## config.mk

```make
export PLATFORM = sky130hd
export DESIGN_NAME = nvme_host_regs_top
export DESIGN_NICKNAME = d
export VERILOG_FILES = /design/src/common/axi_lite_pkg.sv /design/src/common/nvme_reg_pkg.sv /design/src/axi_lite/axi_lite_write_fsm.sv /design/src/axi_lite/axi_lite_read_fsm.sv /design/src/source/irq_ctrl.sv /design/src/nvme_regs/nvme_queue_regs.sv /design/src/nvme_regs/cpl_entry_regs.sv /design/src/source/nvme_host_regs_top.sv
export VERILOG_INCLUDE_DIRS = /design/src /design/src/common
export SDC_FILE = /design/constraint.sdc
export NUM_CORES = 1
export LEC_CHECK = 0
export ABC_AREA = 1
export BUFFER_PORTS_ARGS = -buffer_cell sky130_fd_sc_hd__buf_2
export CORE_AREA = 2 2 462 464
export CTS_CLUSTER_DIAMETER = 40
export DETAILED_ROUTE_END_ITERATION = 16
export DIE_AREA = 0 0 464 466
export MAX_ROUTING_LAYER = met4
export PLACE_DENSITY = 0.42
export SYNTH_ARGS = -nofsm -noshare
export SYNTH_HDL_FRONTEND = slang
export SYNTH_SLANG_ARGS = --single-unit
export TNS_END_PERCENT = 1
```

## constraint.sdc

```tcl
create_clock -name s_axi_aclk -period 7.18 [get_ports s_axi_aclk]
set_input_delay 0.718 -clock s_axi_aclk [delete_from_list [all_inputs] [get_ports s_axi_aclk]]
set_output_delay 0.718 -clock s_axi_aclk [all_outputs]
set_load 0.02 [all_outputs]
```

## src/common/nvme_host_settings.svh

```systemverilog
`ifndef NVME_HOST_SETTINGS_SVH
`define NVME_HOST_SETTINGS_SVH

// bus geometry
`define AXI_DATA_WIDTH 32
`define AXI_ADDR_WIDTH 32

`define PCIE_ADDR_WIDTH 48 // host byte address
`define SLOT_TAG_WIDTH 10

`define IO_QUEUE_COUNT 8
`define IRQ_SRC_COUNT 8

// fifo region, the write that pushes one completion
`define CQ_DOORBELL_WORD 6'd3

`endif

```

## src/common/axi_lite_pkg.sv

```systemverilog
package axi_lite_pkg;

	typedef logic [1:0] axi_resp_t;

	localparam axi_resp_t AXI_RESP_OKAY = 2'b00;

	// address bits [9:8], valid only while [15:10] are zero
	typedef enum logic [1:0] {
		REG_CNTL = 2'd0,
		REG_PCIE = 2'd1, // nothing mapped here
		REG_NVME = 2'd2,
		REG_FIFO = 2'd3
	} reg_region_t;

endpackage

```

## src/common/nvme_reg_pkg.sv

```systemverilog
`include "nvme_host_settings.svh"

package nvme_reg_pkg;

	typedef logic [7:0] queue_size_t;
	typedef logic [3:0] cq_vec_t; // target cq of an sq
	typedef logic [2:0] irq_vec_t;
	typedef logic [`PCIE_ADDR_WIDTH-3:0] host_addr_t; // dword address

	// bit positions in the mask, clear and set words
	typedef enum logic [2:0] {
		IRQ_LINK_UP,
		IRQ_CC_EN,
		IRQ_CC_SHN,
		IRQ_BRESP_ERR,
		IRQ_RRESP_ERR,
		IRQ_MREQ_ERR,
		IRQ_CPLD_ERR,
		IRQ_CPLD_LEN_ERR
	} irq_src_t;

	////////////////////////////////////////////////////////////
	// first completion fifo word

	typedef struct packed {
		logic [12:0] status;
		logic [3:0] sq_qid;
		logic [8:0] cid_hi; // cid[15:7]
		logic [`SLOT_TAG_WIDTH-1:0] slot_tag;
		logic [1:0] cpl_type;
	} cpl_slotted_t;

	typedef struct packed {
		logic [`SLOT_TAG_WIDTH-8:0] pad;
		logic [12:0] status;
		logic [3:0] sq_qid;
		logic [15:0] cid;
		logic [1:0] cpl_type;
	} cpl_direct_t;

	// slotted when the type is nonzero
	typedef union packed {
		cpl_slotted_t slotted;
		cpl_direct_t direct;
	} cpl_word0_u;

endpackage

```

## src/axi_lite/axi_lite_write_fsm.sv

```systemverilog
`timescale 1ns/1ps
`include "nvme_host_settings.svh"

module axi_lite_write_fsm (
	input logic s_axi_aclk,
	input logic s_axi_aresetn,
	input logic awvalid,
	output logic awready,
	input logic [`AXI_ADDR_WIDTH-1:0] awaddr,
	input logic wvalid,
	output logic wready,
	input logic [`AXI_DATA_WIDTH-1:0] wdata,
	output logic bvalid,
	input logic bready,
	output axi_lite_pkg::axi_resp_t bresp,
	input logic hcmd_cq_wr1_rdy_n,
	output logic hcmd_cq_wr1_en,
	output logic cntl_wr,
	output logic nvme_wr,
	output logic fifo_wr,
	output logic [5:0] wr_offset,
	output logic [`AXI_DATA_WIDTH-1:0] wr_data
);
	import axi_lite_pkg::*;

	localparam logic [2:0] S_IDLE = 3'd0;
	localparam logic [2:0] S_AW = 3'd1;
	localparam logic [2:0] S_W = 3'd2;
	localparam logic [2:0] S_B = 3'd3;
	localparam logic [2:0] S_WAIT_CQ = 3'd4;
	localparam logic [2:0] S_WR_CQ = 3'd5;

	logic [2:0] state;
	logic [2:0] state_nxt;
	logic [15:2] awaddr_q;
	logic b_first;
	logic wr_mapped;
	logic wr_doorbell;
	reg_region_t wr_region;

	assign wr_region = reg_region_t'(awaddr_q[9:8]);
	assign wr_mapped = (awaddr_q[15:10] == '0);
	assign wr_offset = awaddr_q[7:2];
	assign wr_doorbell = wr_mapped && (wr_region == REG_FIFO)
		&& (wr_offset == `CQ_DOORBELL_WORD);

	always_comb begin
		case (state)
			S_IDLE: state_nxt = awvalid ? S_AW : S_IDLE;
			S_AW: state_nxt = S_W;
			S_W: state_nxt = wvalid ? S_B : S_W;
			S_B: state_nxt = !bready ? S_B : (wr_doorbell ? S_WAIT_CQ : S_IDLE);
			S_WAIT_CQ: state_nxt = hcmd_cq_wr1_rdy_n ? S_WAIT_CQ : S_WR_CQ;
			default: state_nxt = S_IDLE;
		endcase
	end

	always_ff @(posedge s_axi_aclk or negedge s_axi_aresetn) begin
		if (!s_axi_aresetn) begin
			state <= S_IDLE;
			b_first <= 1'b0;
		end else begin
			state <= state_nxt;
			b_first <= (state == S_W) && wvalid; // marks first bvalid cycle
		end
	end

	always_ff @(posedge s_axi_aclk) begin
		if (state == S_IDLE && awvalid)
			awaddr_q <= awaddr[15:2];
		if (state == S_W && wvalid)
			wr_data <= wdata;
	end

	assign awready = (state == S_AW);
	assign wready = (state == S_W);
	assign bvalid = (state == S_B);
	assign bresp = AXI_RESP_OKAY;
	assign hcmd_cq_wr1_en = (state == S_WR_CQ);

	// one strobe per write
	assign cntl_wr = bvalid && b_first && wr_mapped && (wr_region == REG_CNTL);
	assign nvme_wr = bvalid && b_first && wr_mapped && (wr_region == REG_NVME);
	assign fifo_wr = bvalid && b_first && wr_mapped && (wr_region == REG_FIFO);

	// no push while the fifo is full
	a_cq_push_rdy: assert property (@(posedge s_axi_aclk) disable iff (!s_axi_aresetn)
		hcmd_cq_wr1_en |-> !hcmd_cq_wr1_rdy_n);

endmodule

```

## src/axi_lite/axi_lite_read_fsm.sv

```systemverilog
`timescale 1ns/1ps
`include "nvme_host_settings.svh"

module axi_lite_read_fsm (
	input logic s_axi_aclk,
	input logic s_axi_aresetn,
	input logic arvalid,
	output logic arready,
	input logic [`AXI_ADDR_WIDTH-1:0] araddr,
	output logic rvalid,
	input logic rready,
	output logic [`AXI_DATA_WIDTH-1:0] rdata,
	output axi_lite_pkg::axi_resp_t rresp,
	output logic [5:0] rd_offset,
	input logic [`AXI_DATA_WIDTH-1:0] cntl_rdata,
	input logic [`AXI_DATA_WIDTH-1:0] nvme_rdata,
	input logic [`AXI_DATA_WIDTH-1:0] fifo_rdata
);
	import axi_lite_pkg::*;

	localparam logic [1:0] S_IDLE = 2'd0;
	localparam logic [1:0] S_AR = 2'd1;
	localparam logic [1:0] S_CAP = 2'd2;
	localparam logic [1:0] S_DATA = 2'd3;

	logic [1:0] state;
	logic [1:0] state_nxt;
	logic [15:2] araddr_q;
	logic rd_mapped;
	reg_region_t rd_region;
	logic [`AXI_DATA_WIDTH-1:0] rd_sel;

	assign rd_region = reg_region_t'(araddr_q[9:8]);
	assign rd_mapped = (araddr_q[15:10] == '0);
	assign rd_offset = araddr_q[7:2];

	always_comb begin
		case (state)
			S_IDLE: state_nxt = arvalid ? S_AR : S_IDLE;
			S_AR: state_nxt = S_CAP;
			S_CAP: state_nxt = S_DATA;
			default: state_nxt = rready ? S_IDLE : S_DATA;
		endcase
	end

	always_ff @(posedge s_axi_aclk or negedge s_axi_aresetn) begin
		if (!s_axi_aresetn)
			state <= S_IDLE;
		else
			state <= state_nxt;
	end

	always_comb begin
		case (rd_region)
			REG_CNTL: rd_sel = cntl_rdata;
			REG_PCIE: rd_sel = '0;
			REG_NVME: rd_sel = nvme_rdata;
			default: rd_sel = fifo_rdata;
		endcase
		if (!rd_mapped)
			rd_sel = '0;
	end

	always_ff @(posedge s_axi_aclk) begin
		if (state == S_IDLE && arvalid)
			araddr_q <= araddr[15:2];
		if (state == S_CAP)
			rdata <= rd_sel; // held through the data phase
	end

	assign arready = (state == S_AR);
	assign rvalid = (state == S_DATA);
	assign rresp = AXI_RESP_OKAY;

	a_rdata_hold: assert property (@(posedge s_axi_aclk) disable iff (!s_axi_aresetn)
		rvalid && !rready |=> $stable(rdata));

endmodule

```

## src/source/irq_ctrl.sv

```systemverilog
`timescale 1ns/1ps
`include "nvme_host_settings.svh"

module irq_ctrl (
	input logic s_axi_aclk,
	input logic s_axi_aresetn,
	input logic pcie_link_up,
	input logic m0_axi_bresp_err,
	input logic m0_axi_rresp_err,
	input logic pcie_mreq_err,
	input logic pcie_cpld_err,
	input logic pcie_cpld_len_err,
	input logic nvme_cc_en,
	input logic [1:0] nvme_cc_shn,
	input logic cntl_wr,
	input logic [5:0] wr_offset,
	input logic [`AXI_DATA_WIDTH-1:0] wr_data,
	input logic [5:0] rd_offset,
	output logic [`AXI_DATA_WIDTH-1:0] cntl_rdata,
	output logic dev_irq_assert,
	output logic pcie_user_logic_rst
);
	import nvme_reg_pkg::*;

	localparam logic [5:0] W_RST = 6'd0;
	localparam logic [5:0] W_MASK = 6'd1;
	localparam logic [5:0] W_CLEAR = 6'd2;
	localparam logic [5:0] W_SET = 6'd3;

	logic [2:0] bresp_err_sr; // m0 errors cross clocks
	logic [2:0] rresp_err_sr;
	logic link_up_q;
	logic cc_en_q;
	logic [1:0] cc_shn_q;
	logic mreq_err_q;
	logic cpld_err_q;
	logic cpld_len_err_q;
	logic [`IRQ_SRC_COUNT-1:0] irq_req;
	logic [`IRQ_SRC_COUNT-1:0] irq_mask;
	logic [`IRQ_SRC_COUNT-1:0] irq_clear;
	logic [`IRQ_SRC_COUNT-1:0] irq_set;

	////////////////////////////////////////////////////////////
	// source sampling, any toggle is a request

	always_ff @(posedge s_axi_aclk or negedge s_axi_aresetn) begin
		if (!s_axi_aresetn) begin
			bresp_err_sr <= '0;
			rresp_err_sr <= '0;
			link_up_q <= 1'b0;
			cc_en_q <= 1'b0;
			cc_shn_q <= '0;
			mreq_err_q <= 1'b0;
			cpld_err_q <= 1'b0;
			cpld_len_err_q <= 1'b0;
			irq_req <= '0;
		end else begin
			bresp_err_sr <= {bresp_err_sr[1:0], m0_axi_bresp_err};
			rresp_err_sr <= {rresp_err_sr[1:0], m0_axi_rresp_err};
			link_up_q <= pcie_link_up;
			cc_en_q <= nvme_cc_en;
			cc_shn_q <= nvme_cc_shn;
			mreq_err_q <= pcie_mreq_err;
			cpld_err_q <= pcie_cpld_err;
			cpld_len_err_q <= pcie_cpld_len_err;
			irq_req[IRQ_LINK_UP] <= pcie_link_up ^ link_up_q;
			irq_req[IRQ_CC_EN] <= nvme_cc_en ^ cc_en_q;
			irq_req[IRQ_CC_SHN] <= (nvme_cc_shn != cc_shn_q);
			irq_req[IRQ_BRESP_ERR] <= bresp_err_sr[1] ^ bresp_err_sr[2];
			irq_req[IRQ_RRESP_ERR] <= rresp_err_sr[1] ^ rresp_err_sr[2];
			irq_req[IRQ_MREQ_ERR] <= pcie_mreq_err ^ mreq_err_q;
			irq_req[IRQ_CPLD_ERR] <= pcie_cpld_err ^ cpld_err_q;
			irq_req[IRQ_CPLD_LEN_ERR] <= pcie_cpld_len_err ^ cpld_len_err_q;
		end
	end

	////////////////////////////////////////////////////////////
	// mask, clear, set and the user logic reset

	always_ff @(posedge s_axi_aclk or negedge s_axi_aresetn) begin
		if (!s_axi_aresetn) begin
			pcie_user_logic_rst <= 1'b0;
			irq_mask <= '0;
			irq_clear <= '0;
			irq_set <= '0;
			dev_irq_assert <= 1'b0;
		end else begin
			pcie_user_logic_rst <= cntl_wr && (wr_offset == W_RST) && wr_data[0];
			if (cntl_wr && wr_offset == W_MASK)
				irq_mask <= wr_data[`IRQ_SRC_COUNT-1:0];
			if (cntl_wr && wr_offset == W_CLEAR)
				irq_clear <= wr_data[`IRQ_SRC_COUNT-1:0]; // write one to clear
			else
				irq_clear <= '0;
			irq_set <= (irq_set | irq_req) & ~irq_clear & irq_mask;
			dev_irq_assert <= (irq_set != '0);
		end
	end

	always_comb begin
		cntl_rdata = '0;
		if (rd_offset == W_MASK)
			cntl_rdata[`IRQ_SRC_COUNT-1:0] = irq_mask;
		else if (rd_offset == W_SET)
			cntl_rdata[`IRQ_SRC_COUNT-1:0] = irq_set;
	end

	// mask feeds set one edge before set feeds the assert flop
	a_irq_needs_mask: assert property (@(posedge s_axi_aclk) disable iff (!s_axi_aresetn)
		dev_irq_assert |-> $past(irq_mask != '0, 2));

endmodule

```

## src/nvme_regs/nvme_queue_regs.sv

```systemverilog
`timescale 1ns/1ps
`include "nvme_host_settings.svh"

module nvme_queue_regs (
	input logic s_axi_aclk,
	input logic s_axi_aresetn,
	input logic nvme_wr,
	input logic [5:0] wr_offset,
	input logic [`AXI_DATA_WIDTH-1:0] wr_data,
	input logic [5:0] rd_offset,
	output logic [`AXI_DATA_WIDTH-1:0] nvme_rdata,
	input logic nvme_cc_en,
	input logic [1:0] nvme_cc_shn,
	output logic [1:0] nvme_csts_shst,
	output logic nvme_csts_rdy,
	output logic [3:0] reset_count,
	output logic [`IO_QUEUE_COUNT:0] sq_valid, // bit 0 is the admin queue
	output logic [`IO_QUEUE_COUNT:0] cq_valid,
	output logic [`IO_QUEUE_COUNT:0] io_cq_irq_en,
	output nvme_reg_pkg::queue_size_t [`IO_QUEUE_COUNT-1:0] io_sq_size,
	output nvme_reg_pkg::host_addr_t [`IO_QUEUE_COUNT-1:0] io_sq_bs_addr,
	output nvme_reg_pkg::cq_vec_t [`IO_QUEUE_COUNT-1:0] io_sq_cq_vec,
	output nvme_reg_pkg::queue_size_t [`IO_QUEUE_COUNT-1:0] io_cq_size,
	output nvme_reg_pkg::host_addr_t [`IO_QUEUE_COUNT-1:0] io_cq_bs_addr,
	output nvme_reg_pkg::irq_vec_t [`IO_QUEUE_COUNT-1:0] io_cq_iv
);
	localparam logic [5:0] W_CSTS = 6'd0;
	localparam logic [5:0] W_ADMIN = 6'd7;
	localparam int SQ_BASE = 8; // two words per queue
	localparam int CQ_BASE = SQ_BASE + 2 * `IO_QUEUE_COUNT;
	localparam int HI_W = `PCIE_ADDR_WIDTH - 32;

	logic cc_en_q;
	logic [1:0] cc_shn_q;

	always_ff @(posedge s_axi_aclk or negedge s_axi_aresetn) begin
		if (!s_axi_aresetn) begin
			cc_en_q <= 1'b0;
			cc_shn_q <= '0;
			nvme_csts_shst <= '0;
			nvme_csts_rdy <= 1'b0;
			reset_count <= '0;
			sq_valid <= '0;
			cq_valid <= '0;
			io_cq_irq_en <= '0;
		end else begin
			cc_en_q <= nvme_cc_en;
			cc_shn_q <= nvme_cc_shn;
			if (nvme_wr && wr_offset == W_CSTS) begin
				reset_count <= wr_data[10:7];
				nvme_csts_shst <= wr_data[6:5];
				nvme_csts_rdy <= wr_data[4];
			end
			if (nvme_wr && wr_offset == W_ADMIN) begin
				io_cq_irq_en[0] <= wr_data[2];
				sq_valid[0] <= wr_data[1];
				cq_valid[0] <= wr_data[0];
			end
			for (int q = 0; q < `IO_QUEUE_COUNT; q++) begin
				if (nvme_wr && wr_offset == SQ_BASE + 2 * q + 1)
					sq_valid[q + 1] <= wr_data[16];
				if (nvme_wr && wr_offset == CQ_BASE + 2 * q + 1) begin
					io_cq_irq_en[q + 1] <= wr_data[20];
					cq_valid[q + 1] <= wr_data[16];
				end
			end
		end
	end

	////////////////////////////////////////////////////////////
	// queue fields, even word low address, odd word the rest

	always_ff @(posedge s_axi_aclk) begin
		for (int q = 0; q < `IO_QUEUE_COUNT; q++) begin
			if (nvme_wr && wr_offset == SQ_BASE + 2 * q)
				io_sq_bs_addr[q][29:0] <= wr_data[31:2];
			if (nvme_wr && wr_offset == SQ_BASE + 2 * q + 1) begin
				io_sq_size[q] <= wr_data[31:24];
				io_sq_cq_vec[q] <= wr_data[20:17];
				io_sq_bs_addr[q][HI_W+29:30] <= wr_data[HI_W-1:0];
			end
			if (nvme_wr && wr_offset == CQ_BASE + 2 * q)
				io_cq_bs_addr[q][29:0] <= wr_data[31:2];
			if (nvme_wr && wr_offset == CQ_BASE + 2 * q + 1) begin
				io_cq_size[q] <= wr_data[31:24];
				io_cq_iv[q] <= wr_data[19:17];
				io_cq_bs_addr[q][HI_W+29:30] <= wr_data[HI_W-1:0];
			end
		end
	end

	always_comb begin
		nvme_rdata = '0;
		if (rd_offset == W_CSTS)
			nvme_rdata = {25'b0, nvme_csts_shst, nvme_csts_rdy, 1'b0, cc_shn_q, cc_en_q};
		if (rd_offset == W_ADMIN)
			nvme_rdata = {29'b0, io_cq_irq_en[0], sq_valid[0], cq_valid[0]};
		for (int q = 0; q < `IO_QUEUE_COUNT; q++) begin
			if (rd_offset == SQ_BASE + 2 * q)
				nvme_rdata = {io_sq_bs_addr[q][29:0], 2'b0};
			if (rd_offset == SQ_BASE + 2 * q + 1)
				nvme_rdata = {io_sq_size[q], 3'b0, io_sq_cq_vec[q], sq_valid[q + 1],
					io_sq_bs_addr[q][HI_W+29:30]};
			if (rd_offset == CQ_BASE + 2 * q)
				nvme_rdata = {io_cq_bs_addr[q][29:0], 2'b0};
			if (rd_offset == CQ_BASE + 2 * q + 1)
				nvme_rdata = {io_cq_size[q], 3'b0, io_cq_irq_en[q + 1], io_cq_iv[q],
					cq_valid[q + 1], io_cq_bs_addr[q][HI_W+29:30]};
		end
	end

endmodule

```

## src/nvme_regs/cpl_entry_regs.sv

```systemverilog
`timescale 1ns/1ps
`include "nvme_host_settings.svh"

module cpl_entry_regs (
	input logic s_axi_aclk,
	input logic fifo_wr,
	input logic [5:0] wr_offset,
	input logic [`AXI_DATA_WIDTH-1:0] wr_data,
	input logic [5:0] rd_offset,
	output logic [`AXI_DATA_WIDTH-1:0] fifo_rdata,
	output nvme_reg_pkg::cpl_word0_u hcmd_cq_wr1_data0,
	output logic [35:0] hcmd_cq_wr1_data1
);
	localparam logic [5:0] W_QID_CID = 6'd1;
	localparam logic [5:0] W_SPECIFIC = 6'd2;

	logic [3:0] cpl_sq_qid;
	logic [15:0] cpl_cid;
	logic [31:0] cpl_specific;
	logic [14:0] cpl_status;
	logic [1:0] cpl_type;
	logic [`SLOT_TAG_WIDTH-1:0] cpl_slot_tag;

	always_ff @(posedge s_axi_aclk) begin
		if (fifo_wr && wr_offset == W_QID_CID)
			{cpl_sq_qid, cpl_cid} <= wr_data[19:0];
		if (fifo_wr && wr_offset == W_SPECIFIC)
			cpl_specific <= wr_data;
		if (fifo_wr && wr_offset == `CQ_DOORBELL_WORD) begin
			cpl_status <= wr_data[31:17];
			cpl_type <= wr_data[15:14];
			cpl_slot_tag <= wr_data[`SLOT_TAG_WIDTH-1:0];
		end
	end

	always_comb begin
		case (rd_offset)
			W_QID_CID: fifo_rdata = {12'b0, cpl_sq_qid, cpl_cid};
			W_SPECIFIC: fifo_rdata = cpl_specific;
			`CQ_DOORBELL_WORD: fifo_rdata = {cpl_status, 1'b0, cpl_type,
				{(14 - `SLOT_TAG_WIDTH){1'b0}}, cpl_slot_tag};
			default: fifo_rdata = '0;
		endcase
	end

	// typed entries carry the slot tag in place of the low cid bits
	always_comb begin
		if (cpl_type != 2'b00) begin
			hcmd_cq_wr1_data0.slotted.status = cpl_status[12:0];
			hcmd_cq_wr1_data0.slotted.sq_qid = cpl_sq_qid;
			hcmd_cq_wr1_data0.slotted.cid_hi = cpl_cid[15:7];
			hcmd_cq_wr1_data0.slotted.slot_tag = cpl_slot_tag;
			hcmd_cq_wr1_data0.slotted.cpl_type = cpl_type;
		end else begin
			hcmd_cq_wr1_data0.direct.pad = '0;
			hcmd_cq_wr1_data0.direct.status = cpl_status[12:0];
			hcmd_cq_wr1_data0.direct.sq_qid = cpl_sq_qid;
			hcmd_cq_wr1_data0.direct.cid = cpl_cid;
			hcmd_cq_wr1_data0.direct.cpl_type = cpl_type;
		end
	end

	assign hcmd_cq_wr1_data1 = {2'b00, cpl_specific, cpl_status[14:13]};

endmodule

```

## src/source/nvme_host_regs_top.sv

```systemverilog
`timescale 1ns/1ps
`include "nvme_host_settings.svh"

module nvme_host_regs_top (
	input logic s_axi_aclk,
	input logic s_axi_aresetn,
	input logic s_axi_awvalid,
	output logic s_axi_awready,
	input logic [`AXI_ADDR_WIDTH-1:0] s_axi_awaddr,
	input logic s_axi_wvalid,
	output logic s_axi_wready,
	input logic [`AXI_DATA_WIDTH-1:0] s_axi_wdata,
	output logic s_axi_bvalid,
	input logic s_axi_bready,
	output axi_lite_pkg::axi_resp_t s_axi_bresp,
	input logic s_axi_arvalid,
	output logic s_axi_arready,
	input logic [`AXI_ADDR_WIDTH-1:0] s_axi_araddr,
	output logic s_axi_rvalid,
	input logic s_axi_rready,
	output logic [`AXI_DATA_WIDTH-1:0] s_axi_rdata,
	output axi_lite_pkg::axi_resp_t s_axi_rresp,
	input logic pcie_link_up,
	input logic nvme_cc_en,
	input logic [1:0] nvme_cc_shn,
	input logic m0_axi_bresp_err,
	input logic m0_axi_rresp_err,
	input logic pcie_mreq_err,
	input logic pcie_cpld_err,
	input logic pcie_cpld_len_err,
	output logic dev_irq_assert,
	output logic pcie_user_logic_rst,
	output logic [1:0] nvme_csts_shst,
	output logic nvme_csts_rdy,
	output logic [3:0] reset_count,
	output logic [`IO_QUEUE_COUNT:0] sq_valid,
	output logic [`IO_QUEUE_COUNT:0] cq_valid,
	output logic [`IO_QUEUE_COUNT:0] io_cq_irq_en,
	output nvme_reg_pkg::queue_size_t [`IO_QUEUE_COUNT-1:0] io_sq_size,
	output nvme_reg_pkg::host_addr_t [`IO_QUEUE_COUNT-1:0] io_sq_bs_addr,
	output nvme_reg_pkg::cq_vec_t [`IO_QUEUE_COUNT-1:0] io_sq_cq_vec,
	output nvme_reg_pkg::queue_size_t [`IO_QUEUE_COUNT-1:0] io_cq_size,
	output nvme_reg_pkg::host_addr_t [`IO_QUEUE_COUNT-1:0] io_cq_bs_addr,
	output nvme_reg_pkg::irq_vec_t [`IO_QUEUE_COUNT-1:0] io_cq_iv,
	input logic hcmd_cq_wr1_rdy_n, // completion fifo full
	output logic hcmd_cq_wr1_en,
	output nvme_reg_pkg::cpl_word0_u hcmd_cq_wr1_data0,
	output logic [35:0] hcmd_cq_wr1_data1
);
	logic cntl_wr;
	logic nvme_wr;
	logic fifo_wr;
	logic [5:0] wr_offset;
	logic [`AXI_DATA_WIDTH-1:0] wr_data;
	logic [5:0] rd_offset;
	logic [`AXI_DATA_WIDTH-1:0] cntl_rdata;
	logic [`AXI_DATA_WIDTH-1:0] nvme_rdata;
	logic [`AXI_DATA_WIDTH-1:0] fifo_rdata;

	////////////////////////////////////////////////////////////
	// bus side

	axi_lite_write_fsm i_axi_lite_write_fsm (
		.awvalid(s_axi_awvalid),
		.awready(s_axi_awready),
		.awaddr(s_axi_awaddr),
		.wvalid(s_axi_wvalid),
		.wready(s_axi_wready),
		.wdata(s_axi_wdata),
		.bvalid(s_axi_bvalid),
		.bready(s_axi_bready),
		.bresp(s_axi_bresp),
		.*
	);

	axi_lite_read_fsm i_axi_lite_read_fsm (
		.arvalid(s_axi_arvalid),
		.arready(s_axi_arready),
		.araddr(s_axi_araddr),
		.rvalid(s_axi_rvalid),
		.rready(s_axi_rready),
		.rdata(s_axi_rdata),
		.rresp(s_axi_rresp),
		.*
	);

	////////////////////////////////////////////////////////////
	// register regions

	irq_ctrl i_irq_ctrl (.*);

	nvme_queue_regs i_nvme_queue_regs (.*);

	cpl_entry_regs i_cpl_entry_regs (.*);

endmodule

```

## After elaboration in Yosys (flattened, before gate mapping)

Index checks and enable logic that the tools add are counted.

| operators by class | value |
|---|---|
| reductions and logical operators | 61 |
| equality and inequality tests | 85 |
| bitwise operators | 11 |
| mux-type cells | 49 |

Operators with widths:

| operator | count |
|---|---|
| $mux 32 | 32 |
| $eq 6x5->1 const B | 32 |
| $pmux 32 s3 | 2 |
| $eq 6x4->1 const B | 16 |
| $eq 6x6->1 const B | 16 |
| $logic_and 1x1->1 | 51 |
| $mux 38 | 1 |
| $eq 6x2->1 const B | 4 |
| $logic_not 6->1 | 4 |
| $mux 8 | 3 |
| $and 8x8->8 | 2 |
| $pmux 3 s5 | 1 |
| $mux 7 | 2 |
| $eq 6x1->1 const B | 2 |
| $eq 6x3->1 const B | 2 |
| $eq 2x2->1 const B | 5 |
| $not 8->8 | 1 |
| $or 8x8->8 | 1 |
| $reduce_bool 8->1 | 1 |
| $xor 1x1->1 | 7 |
| $eq 3x2->1 const B | 2 |
| $eq 3x3->1 const B | 2 |
| $logic_not 2->1 | 3 |
| $mux 3 | 2 |
| 8 further kinds | 12 |

| storage, ports and cells | value |
|---|---|
| output and inout bits | 1,072 |
| bits of input ports | 113 |
| word-level logic and storage cells | 327 |
| register bits after elaboration | 1,178 |

## Logic depth before layout (Yosys ltp)

Gate-level depths: netlist (run 1).

| depth | value |
|---|---|
| word-level depth | 36 |
| gate-level depth with buffers | 37 |
| gate-level depth less buffers | 37 |

## Cells and area by module

From an unflattened synthesis (run 1), not the netlist that was laid out.

| unflattened totals | value |
|---|---|
| cell total of the unflattened synthesis | 3,786 |
| area total of the unflattened synthesis | 47,982.3 sq um |

By module, submodules not included:

| module | cells an instance | instances | area an instance (sq um) |
|---|---|---|---|
| nvme_queue_regs | 2,866 | 1 | 37,589.8 |
| cpl_entry_regs | 335 | 1 | 3,683.5 |
| axi_lite_read_fsm | 290 | 1 | 3,015.4 |
| irq_ctrl | 187 | 1 | 1,924.3 |
| axi_lite_write_fsm | 108 | 1 | 1,769.2 |

## Worst setup path after synthesis (run 1)

No wires, ideal clock.

| timing | value |
|---|---|
| path type | register to register |
| start | register i_axi_lite_write_fsm.state[2] |
| end | register i_nvme_queue_regs.io_cq_bs_addr[0] in the netlist's numbering (enable) |
| slack | 3.510 ns |
| setup time | 0.417 ns |
| buffers on the path | 1 |
| required time | 6.763 ns |
| arrival time | 3.253 ns |
| stages on the path, launching flop included | 9 |
| cells stage by stage | dfrtp_1 -> nor3_1 -> nand3_1 -> inv_1 -> nand4_1 -> nor2_1 -> clkinv_1 -> clkbuf_1 -> nor2_1 |

| on the way | value |
|---|---|
| longest elaborated chain between the ends | 5 |

RTL lines:

| item | line | text |
|---|---|---|
| start: declaration | axi_lite_write_fsm.sv:33 | `logic [2:0] state;` |
| start signal: assignment | axi_lite_write_fsm.sv:63 | `state <= state_nxt;` |
| $eq 3x2->1 | axi_lite_write_fsm.sv:77 | `assign bvalid = (state == S_B);` |
| via s_axi_bvalid | nvme_host_regs_top.sv:13 | `output logic s_axi_bvalid,` |
| $logic_and 1x1->1 (3 in series) | axi_lite_write_fsm.sv:83 | `assign nvme_wr = bvalid && b_first && wr_mapped && (wr_region == REG_NVME);` |
| $logic_and 1x1->1 | nvme_queue_regs.sv:82 | `if (nvme_wr && wr_offset == CQ_BASE + 2 * q)` |
| end signal: indexed assignment | nvme_queue_regs.sv:83 | `io_cq_bs_addr[q][29:0] <= wr_data[31:2];` |
| end signal: indexed assignment | nvme_queue_regs.sv:87 | `io_cq_bs_addr[q][HI_W+29:30] <= wr_data[HI_W-1:0];` |
| end: declaration | nvme_queue_regs.sv:24 | `` output nvme_reg_pkg::host_addr_t [`IO_QUEUE_COUNT-1:0] io_cq_bs_addr, `` |

The timed path passes the listed nets, and every way through them passes these cells.
A chain may end at the register's enable or synchronous reset.

## Worst setup path after layout (run 1)

| timing | value |
|---|---|
| start | register i_axi_lite_read_fsm.araddr_q[6] in the netlist's numbering |
| end | register i_axi_lite_read_fsm.rdata[6], data pin |

| on the way | value |
|---|---|
| longest elaborated chain between the ends | 36 |
| elaborated cells on any way between the ends | 75 |
| those cells by class | 36 x eq/ne; 38 x mux; 1 x reduce/logical |

RTL lines:

| item | line | text |
|---|---|---|
| start: declaration | axi_lite_read_fsm.sv:28 | `logic [15:2] araddr_q;` |
| start signal: assignment | axi_lite_read_fsm.sv:66 | `araddr_q <= araddr[15:2];` |
| $logic_not 6->1 | nvme_queue_regs.sv:94 | `if (rd_offset == W_CSTS)` |
| $mux 7 | nvme_queue_regs.sv:94 |  |
| $mux 7 | nvme_queue_regs.sv:96 | `if (rd_offset == W_ADMIN)` |
| $mux 32 | nvme_queue_regs.sv:99 | `if (rd_offset == SQ_BASE + 2 * q)` |
| $mux 32 | nvme_queue_regs.sv:101 | `if (rd_offset == SQ_BASE + 2 * q + 1)` |
| $mux 32 | nvme_queue_regs.sv:104 | `if (rd_offset == CQ_BASE + 2 * q)` |
| $mux 32 | nvme_queue_regs.sv:106 | `if (rd_offset == CQ_BASE + 2 * q + 1)` |
| $mux 32 | nvme_queue_regs.sv:99 |  |
| (+20 left out) | - |  |
| $mux 32 | nvme_queue_regs.sv:101 |  |
| $mux 32 | nvme_queue_regs.sv:104 |  |
| $mux 32 | nvme_queue_regs.sv:106 |  |
| $mux 32 | nvme_queue_regs.sv:99 |  |
| $mux 32 | nvme_queue_regs.sv:101 |  |
| $mux 32 | nvme_queue_regs.sv:104 |  |
| $mux 32 | nvme_queue_regs.sv:106 |  |
| $pmux 32 s3 (*) | axi_lite_read_fsm.sv:54 | `case (rd_region)` |
| end signal: assignment | axi_lite_read_fsm.sv:68 | `rdata <= rd_sel;` |
| end: declaration | axi_lite_read_fsm.sv:12 | `` output logic [`AXI_DATA_WIDTH-1:0] rdata, `` |

Every way passes the cells marked *; elsewhere a longest branch is shown, timed or not.

==> out/metrics.cfg, run 1 <==
[global_routing]
grt.overflow.total = 0
grt_start_max_net_pins = 62
grt_pass1_wl_mm = 377.0
grt_pass1_vias = 37270
track_usage_pct = 27.40
antenna_found_initial = 44

[final_layout]
final-seq-area_um2 = 34940
multi_input_area_um2 = 10450
drive_above_1_share_pct = 36.08
fillers = 21790
areaGrowthSynthToFinish_pct = 40.19
final_nets = 5239
stdcell_count = 8183
fin_util_pct = 30.90

[critical_path]
path_buf_inv = 3
cpPeakStageDelay_ns = 0.75
cp-end-kind = register
crit_arrival_ns = 6.84
critPathLaunchType = register
path_class = reg -> reg
cp_common_cell = nand2_1
cp_slowest_cell = nor2_2
crit_family = simple AND/OR/NAND/NOR gates
path_max_fanout = 18
critical_path_required_ns = 7.90

[pwr]
power_leakage_nw = 25.90
power.density_nw_per_um2 = 342.5
ir_drop_v = 0.0002960

[logic_synthesis]
synth_xor_area_share_pct = 0.1693
syn_avg_cell_area_um2 = 12.65
synth-edff-count = 1091
yosysWarningCount = 0
yosysMostFrequentCell = edfxtp_1
ys_top_cells_by_area = edfxtp_1, nand2_1, dfrtp_1, nor2_1, or2_2
synth_seq_cells = 1178
synth_mux_area_share_pct = 0.2419
synth_top_area_share_pct = 70.37
yosysSeqAreaShare_pct = 75.05
ys_types = 49
syn_area_um2 = 46560
async_flop_share_pct = 7.385
ys.flop_type = edfxtp_1
synth-adder-area-share_pct = 0.1075
yosys.area_share.simple_pct = 14.17
netlist.top_cell.by_area = edfxtp_1
synth_common_cells = edfxtp_1, nand2_1, nor2_1
synth_compound_area_share_pct = 7.100
syn_inst = 3679
synth_top_family_by_area = simple AND/OR/NAND/NOR gates

[route]
wl_per_cell_um = 36.41
finalWirelength_mm = 298.0
route.detailed.drc = 0
wl_met2_mm = 133.3
drtIter0Drc = 5611
wl_met1_mm = 122.6
viasPerCell = 4.729
drt_pass1_iterations = 8
ant_nets = 0
maxUsedRoutingLayer = met4
vias = 38700
route.met3.wl_mm = 29.40

[floorplan]
die_w_um = 464
die-height_um = 466
rows = 169
core_region_area_um2 = 211200
die-area_um2 = 216200
start_util_pct = 22.04
io_pins = 1185

[placement]
dpl.cell_count = 7630
place.gp.congestion = 0.9194
port_buffers = 1142
dpl.hpwl_mm = 217.6

[timing]
min_period_over_period_pct = 85.22
slew_violations = 0
tns_ns = 0
min_period_ns = 6.119
rsz0062_at_grt = no
fin_skew_ns = 0.06291
fmax_mhz = 163.4
worst_pin_slew_ns = 1.417
max_slew_margin_pct = 5.510
finalHoldViolCount = 0
setup_viol = 0

[run]
max-cap-violations = 0

[outcome]
outcome = complete, no violations

[cts]
clkSinkCount = 1178
clkLatencyLatePin_ns = 0.87
h-tree-depth = 4
cts_tree = yes
cts.clk_slew.worst_paths_ns = 0.05
numCtsBuffers = 241
cts_root_buf = clkbuf_16
cts_buffer_depth = 3
cts_setup_buffers = 0

[worst_hold_path]
hold_path.class = in -> reg

per-stage QoR:
stage	setup WS, ns	total power, mW	hold slack, ns	area [um^2]
6_report	1.061	22.35	0.1306	65270
3_3_place_gp	1.327	11.22	0.3422	56360
4_1_cts	1.256	22.47	0.04816	65220
5_1_grt	0.9718	22.92	0.09748	65260
2_1_floorplan	3.510	9.236	0.3312	46570
3_5_place_dp	1.271	11.22	0.3402	56360
registers in the layout, indices dropped and copies added (netlist names), 14 cells and up:
name and count:
i_nvme_queue_regs.io_sq_size 64, i_cpl_entry_regs.cpl_status 15, i_nvme_queue_regs.io_cq_iv 24, i_axi_lite_read_fsm.araddr_q 14
i_nvme_queue_regs.io_cq_size 64, i_cpl_entry_regs.cpl_specific 32, i_cpl_entry_regs.cpl_cid 16, i_nvme_queue_regs.io_cq_bs_addr 368
i_axi_lite_write_fsm.awaddr_q 14, i_nvme_queue_regs.io_sq_cq_vec 32, i_axi_lite_write_fsm.wr_data 32, i_axi_lite_read_fsm.rdata 32
i_nvme_queue_regs.io_sq_bs_addr 368
path summary, 6_finish.rpt:
check                      slack, ns  depth (start not counted)                             from                                 to
setup / recovery                1.06                         27  i_axi_lite_read_fsm.araddr_q[6]       i_axi_lite_read_fsm.rdata[6]
hold / removal                  0.13                          2                hcmd_cq_wr1_rdy_n      i_axi_lite_write_fsm.state[0]
setup reg to reg                1.06                         27  i_axi_lite_read_fsm.araddr_q[6]       i_axi_lite_read_fsm.rdata[6]
hold reg to reg                 0.35                          0       i_irq_ctrl.rresp_err_sr[0]         i_irq_ctrl.rresp_err_sr[1]
max in group asynchronous       5.48                          3                    s_axi_aresetn  i_nvme_queue_regs.io_cq_irq_en[5]
min in group asynchronous       0.37                          2                    s_axi_aresetn      i_nvme_queue_regs.cc_shn_q[0]
final cells by class:
class                   instances  share of cell area [%]
diodes                         21                 0.08051
multi-input cells            2157                   16.01
flip-flops and latches       1178                   53.53
inverters                     205                   1.179
clock inverters               180                   2.914
repair buffers               1339                   11.29
clock buffers                 282                   9.585
well taps                    2821                   5.408
metal layers:
layer / vias up / GRT usage [%]
met5: - / -
met4: 0 / 10.86
met3: 390 / 7.527
met2: 2460 / 41.06
met1: 19770 / 34.97
li1: 16080 / -
cell usage in the layout (no fill, tap or decap), types with 7 or more instances in the layout:
cell type,count
bufinv_16,20
clkbuf_16,242
buf_4,128
clkinv_4,30
o21ai_1,30
dlygate4sd3_1,70
nand2_1,912
nor4_1,11
a221oi_1,22
clkinvlp_4,31
dfrtp_1,87
nand4_1,24
clkbuf_1,35
nor3_1,44
nand2_2,8
edfxtp_1,1091
or2_2,156
o22ai_1,124
nor2_2,24
o221ai_1,36
mux2_2,10
xor2_1,7
a21oi_1,161
nor2_1,300
nand3_1,51
inv_2,10
a211oi_1,8
clkinv_1,26
inv_6,35
nor2_4,34
clkinv_2,35
o211ai_1,16
buf_2,1141
inv_1,188
diode_2,21
o21ai_0,126
timing repair:
item,CTS,global route
hold buffers,70,0
gates resized for setup,0,0
endpoints found under the hold margin,106,0
cell families (layout without fill, tap and decap cells):
logic type,after synthesis,in the layout
DFF,1178,1178
AOI/OAI and AO/OA,553,553
and+or+nand+nor,1575,1575
buffers and inverters,349,2006
muxes,10,10
other,1,27
adders and majority gates,4,4
xor gates and xnor gates,9,9
power by group:
part / internal (mW) / total (mW) / switching (mW)
Combinational: 0.516 / 3.13 / 2.61
Sequential: 7.94 / 8.04 / 0.103
Clock: 7.02 / 11.2 / 4.17
(Power assumes the default switching activity.)
==> run 2, diff against run 1 <==
Settings changed: CTS_BUF_LIST from default to sky130_fd_sc_hd__clkbuf_4 sky130_fd_sc_hd__clkbuf_8 sky130_fd_sc_hd__clkbuf_16.
==> run 2 against run 1 <==
Compared with the run above: clock power hardly changed; first-iteration DRC count is 1.9% higher; fmax is 0.66% higher; wire length hardly changed; combinational power hardly changed; cell area is 0.21% higher; critical path type unchanged; critical endpoint unchanged; highest routed layer unchanged.
==> out/metrics.cfg, run 2 (synthesis results as in run 1) <==
[timing]
max_slew_margin_pct = 4.653
finalHoldViolCount = 0
hold_ws_ns = 0.1295
fmax_mhz = 164.5
slew_violations = 0
setup_viol = 0
min_period_ns = 6.078
worst_pin_slew_ns = 1.430
rsz0062_at_grt = no
min_period_over_period_pct = 84.66
tns_ns = 0
fin_skew_ns = 0.06353

[final_layout]
multi_input_area_um2 = 10450
layout_common_cells = buf_2, edfxtp_1, nand2_1
reg_top3 = i_nvme_queue_regs.io_cq_bs_addr (368), i_nvme_queue_regs.io_sq_bs_addr (368)
fin_util_pct = 30.96
drive_above_1_share_pct = 36.73
final-seq-area_um2 = 34940
final_nets = 5239
final_common_cell = buf_2
stdcell_count = 8185
areaGrowthSynthToFinish_pct = 40.49
fillers = 21780

[pwr]
power.density_nw_per_um2 = 343.8
power_switching_mw = 6.881
ir_drop_v = 0.0002969
p_clk_share_pct = 50.3
power_leakage_nw = 26.02
power_frac_seq_pct = 35.7
p_sw_share_pct = 30.60
p_int_mw = 15.60
comb_power_share_pct = 13.9
power_mw = 22.48

[route]
viasPerCell = 4.722
finalWirelength_mm = 297.9
ant_nets = 0
drt_pass1_iterations = 6
wl_per_cell_um = 36.39
vias = 38650
drtIter0Drc = 5720
route.detailed.drc = 0

[cts]
cts.clk_slew.worst_paths_ns = 0.05
h-tree-depth = 4
clkSinkCount = 1178
cts_buffer_depth = 3
cts_tree = yes
ctsResizeCount = 0
clkLatencyLatePin_ns = 0.87
numCtsBuffers = 241
cts_root_buf = clkbuf_16

[outcome]
outcome = complete, no violations

[global_routing]
grt_pass1_vias = 37290
grt_pass1_wl_mm = 377.2
track_usage_pct = 27.40
grt_start_max_net_pins = 62
antenna_found_initial = 45
grt.overflow.total = 0

[placement]
dpl.cell_count = 7630
port_buffers = 1142
place.gp.congestion = 0.9194
dpl.hpwl_mm = 217.6

[run]
max-cap-violations = 0

[critical_path]
cp-end-kind = register
cp_common_cell = nand2_1
path_buf_inv = 3
path_max_fanout = 18
critPathLaunchType = register
cpPeakStageDelay_ns = 0.76
crit_family = simple AND/OR/NAND/NOR gates
critical_path_required_ns = 7.90
path_class = reg -> reg
crit_arrival_ns = 6.80
cp_slowest_cell = nor2_2

[floorplan]
die-height_um = 466
rows = 169
start_util_pct = 22.04
io_pins = 1185
die_w_um = 464
core_region_area_um2 = 211200
die-area_um2 = 216200

[worst_hold_path]
hold_path.class = in -> reg

run 2: repair_timing:
action / in CTS / in global routing
setup buffers: 0 / 0
hold endpoints to repair: 106 / 0
hold buffers: 70 / 0
setup endpoints to repair: 0 / 0
run 2: power by group through the flow:
stage	clock, mW	combinational, mW	sequential, mW
after detailed placement	0	3.06	8.16
after global routing	11.8	3.22	8.04
final	11.3	3.13	8.04
after global placement	0	3.06	8.16
after floorplan	0	0.910	8.33
after CTS	11.5	3.10	8.03
run 2: final timing paths:
check                                                 from  cells past startpoint  slack (ns)                           endpoint
max                        i_axi_lite_read_fsm.araddr_q[6]                     27        1.10       i_axi_lite_read_fsm.rdata[6]
min                                           s_axi_wvalid                      3        0.13      i_axi_lite_write_fsm.state[0]
max reg2reg                i_axi_lite_read_fsm.araddr_q[6]                     27        1.10       i_axi_lite_read_fsm.rdata[6]
min reg2reg                     i_irq_ctrl.rresp_err_sr[0]                      0        0.35         i_irq_ctrl.rresp_err_sr[1]
max in group asynchronous                    s_axi_aresetn                      3        5.46  i_nvme_queue_regs.io_cq_irq_en[5]
min in group asynchronous                    s_axi_aresetn                      2        0.37      i_nvme_queue_regs.cc_shn_q[0]
run 2: tightest hold or removal path: stages:
cell,delay [ns]
buf_2,0.08
nand2_1,0.07
o2111ai_1,0.09
run 2: metrics by stage:
step	worst slack [ns]	area, um^2
after floorplan	3.510	46570
after global placement	1.327	56360
after detailed placement	1.271	56360
after CTS	1.256	65350
after global routing	0.9717	65390
final	1.102	65410
run 2: cell type report:
| class | instances | area share [%] |
|---|---|---|
| Sequential cell | 1178 | 53.42 |
| Clock inverter | 180 | 2.908 |
| Timing Repair Buffer | 1339 | 11.27 |
| Multi-Input combinational cell | 2157 | 15.98 |
| Tap cell | 2821 | 5.397 |
| Antenna cell | 23 | 0.08800 |
| Inverter | 205 | 1.176 |
| Clock buffer | 282 | 9.766 |
run 2: layer usage:
layer	up-vias	share of wire (%)	GRT usage (%)
li1	16100	-	-
met1	19720	41	34.87
met2	2445	45	40.95
met3	385	9.8	7.586
met4	0	4.4	11.29
met5	-	0	-
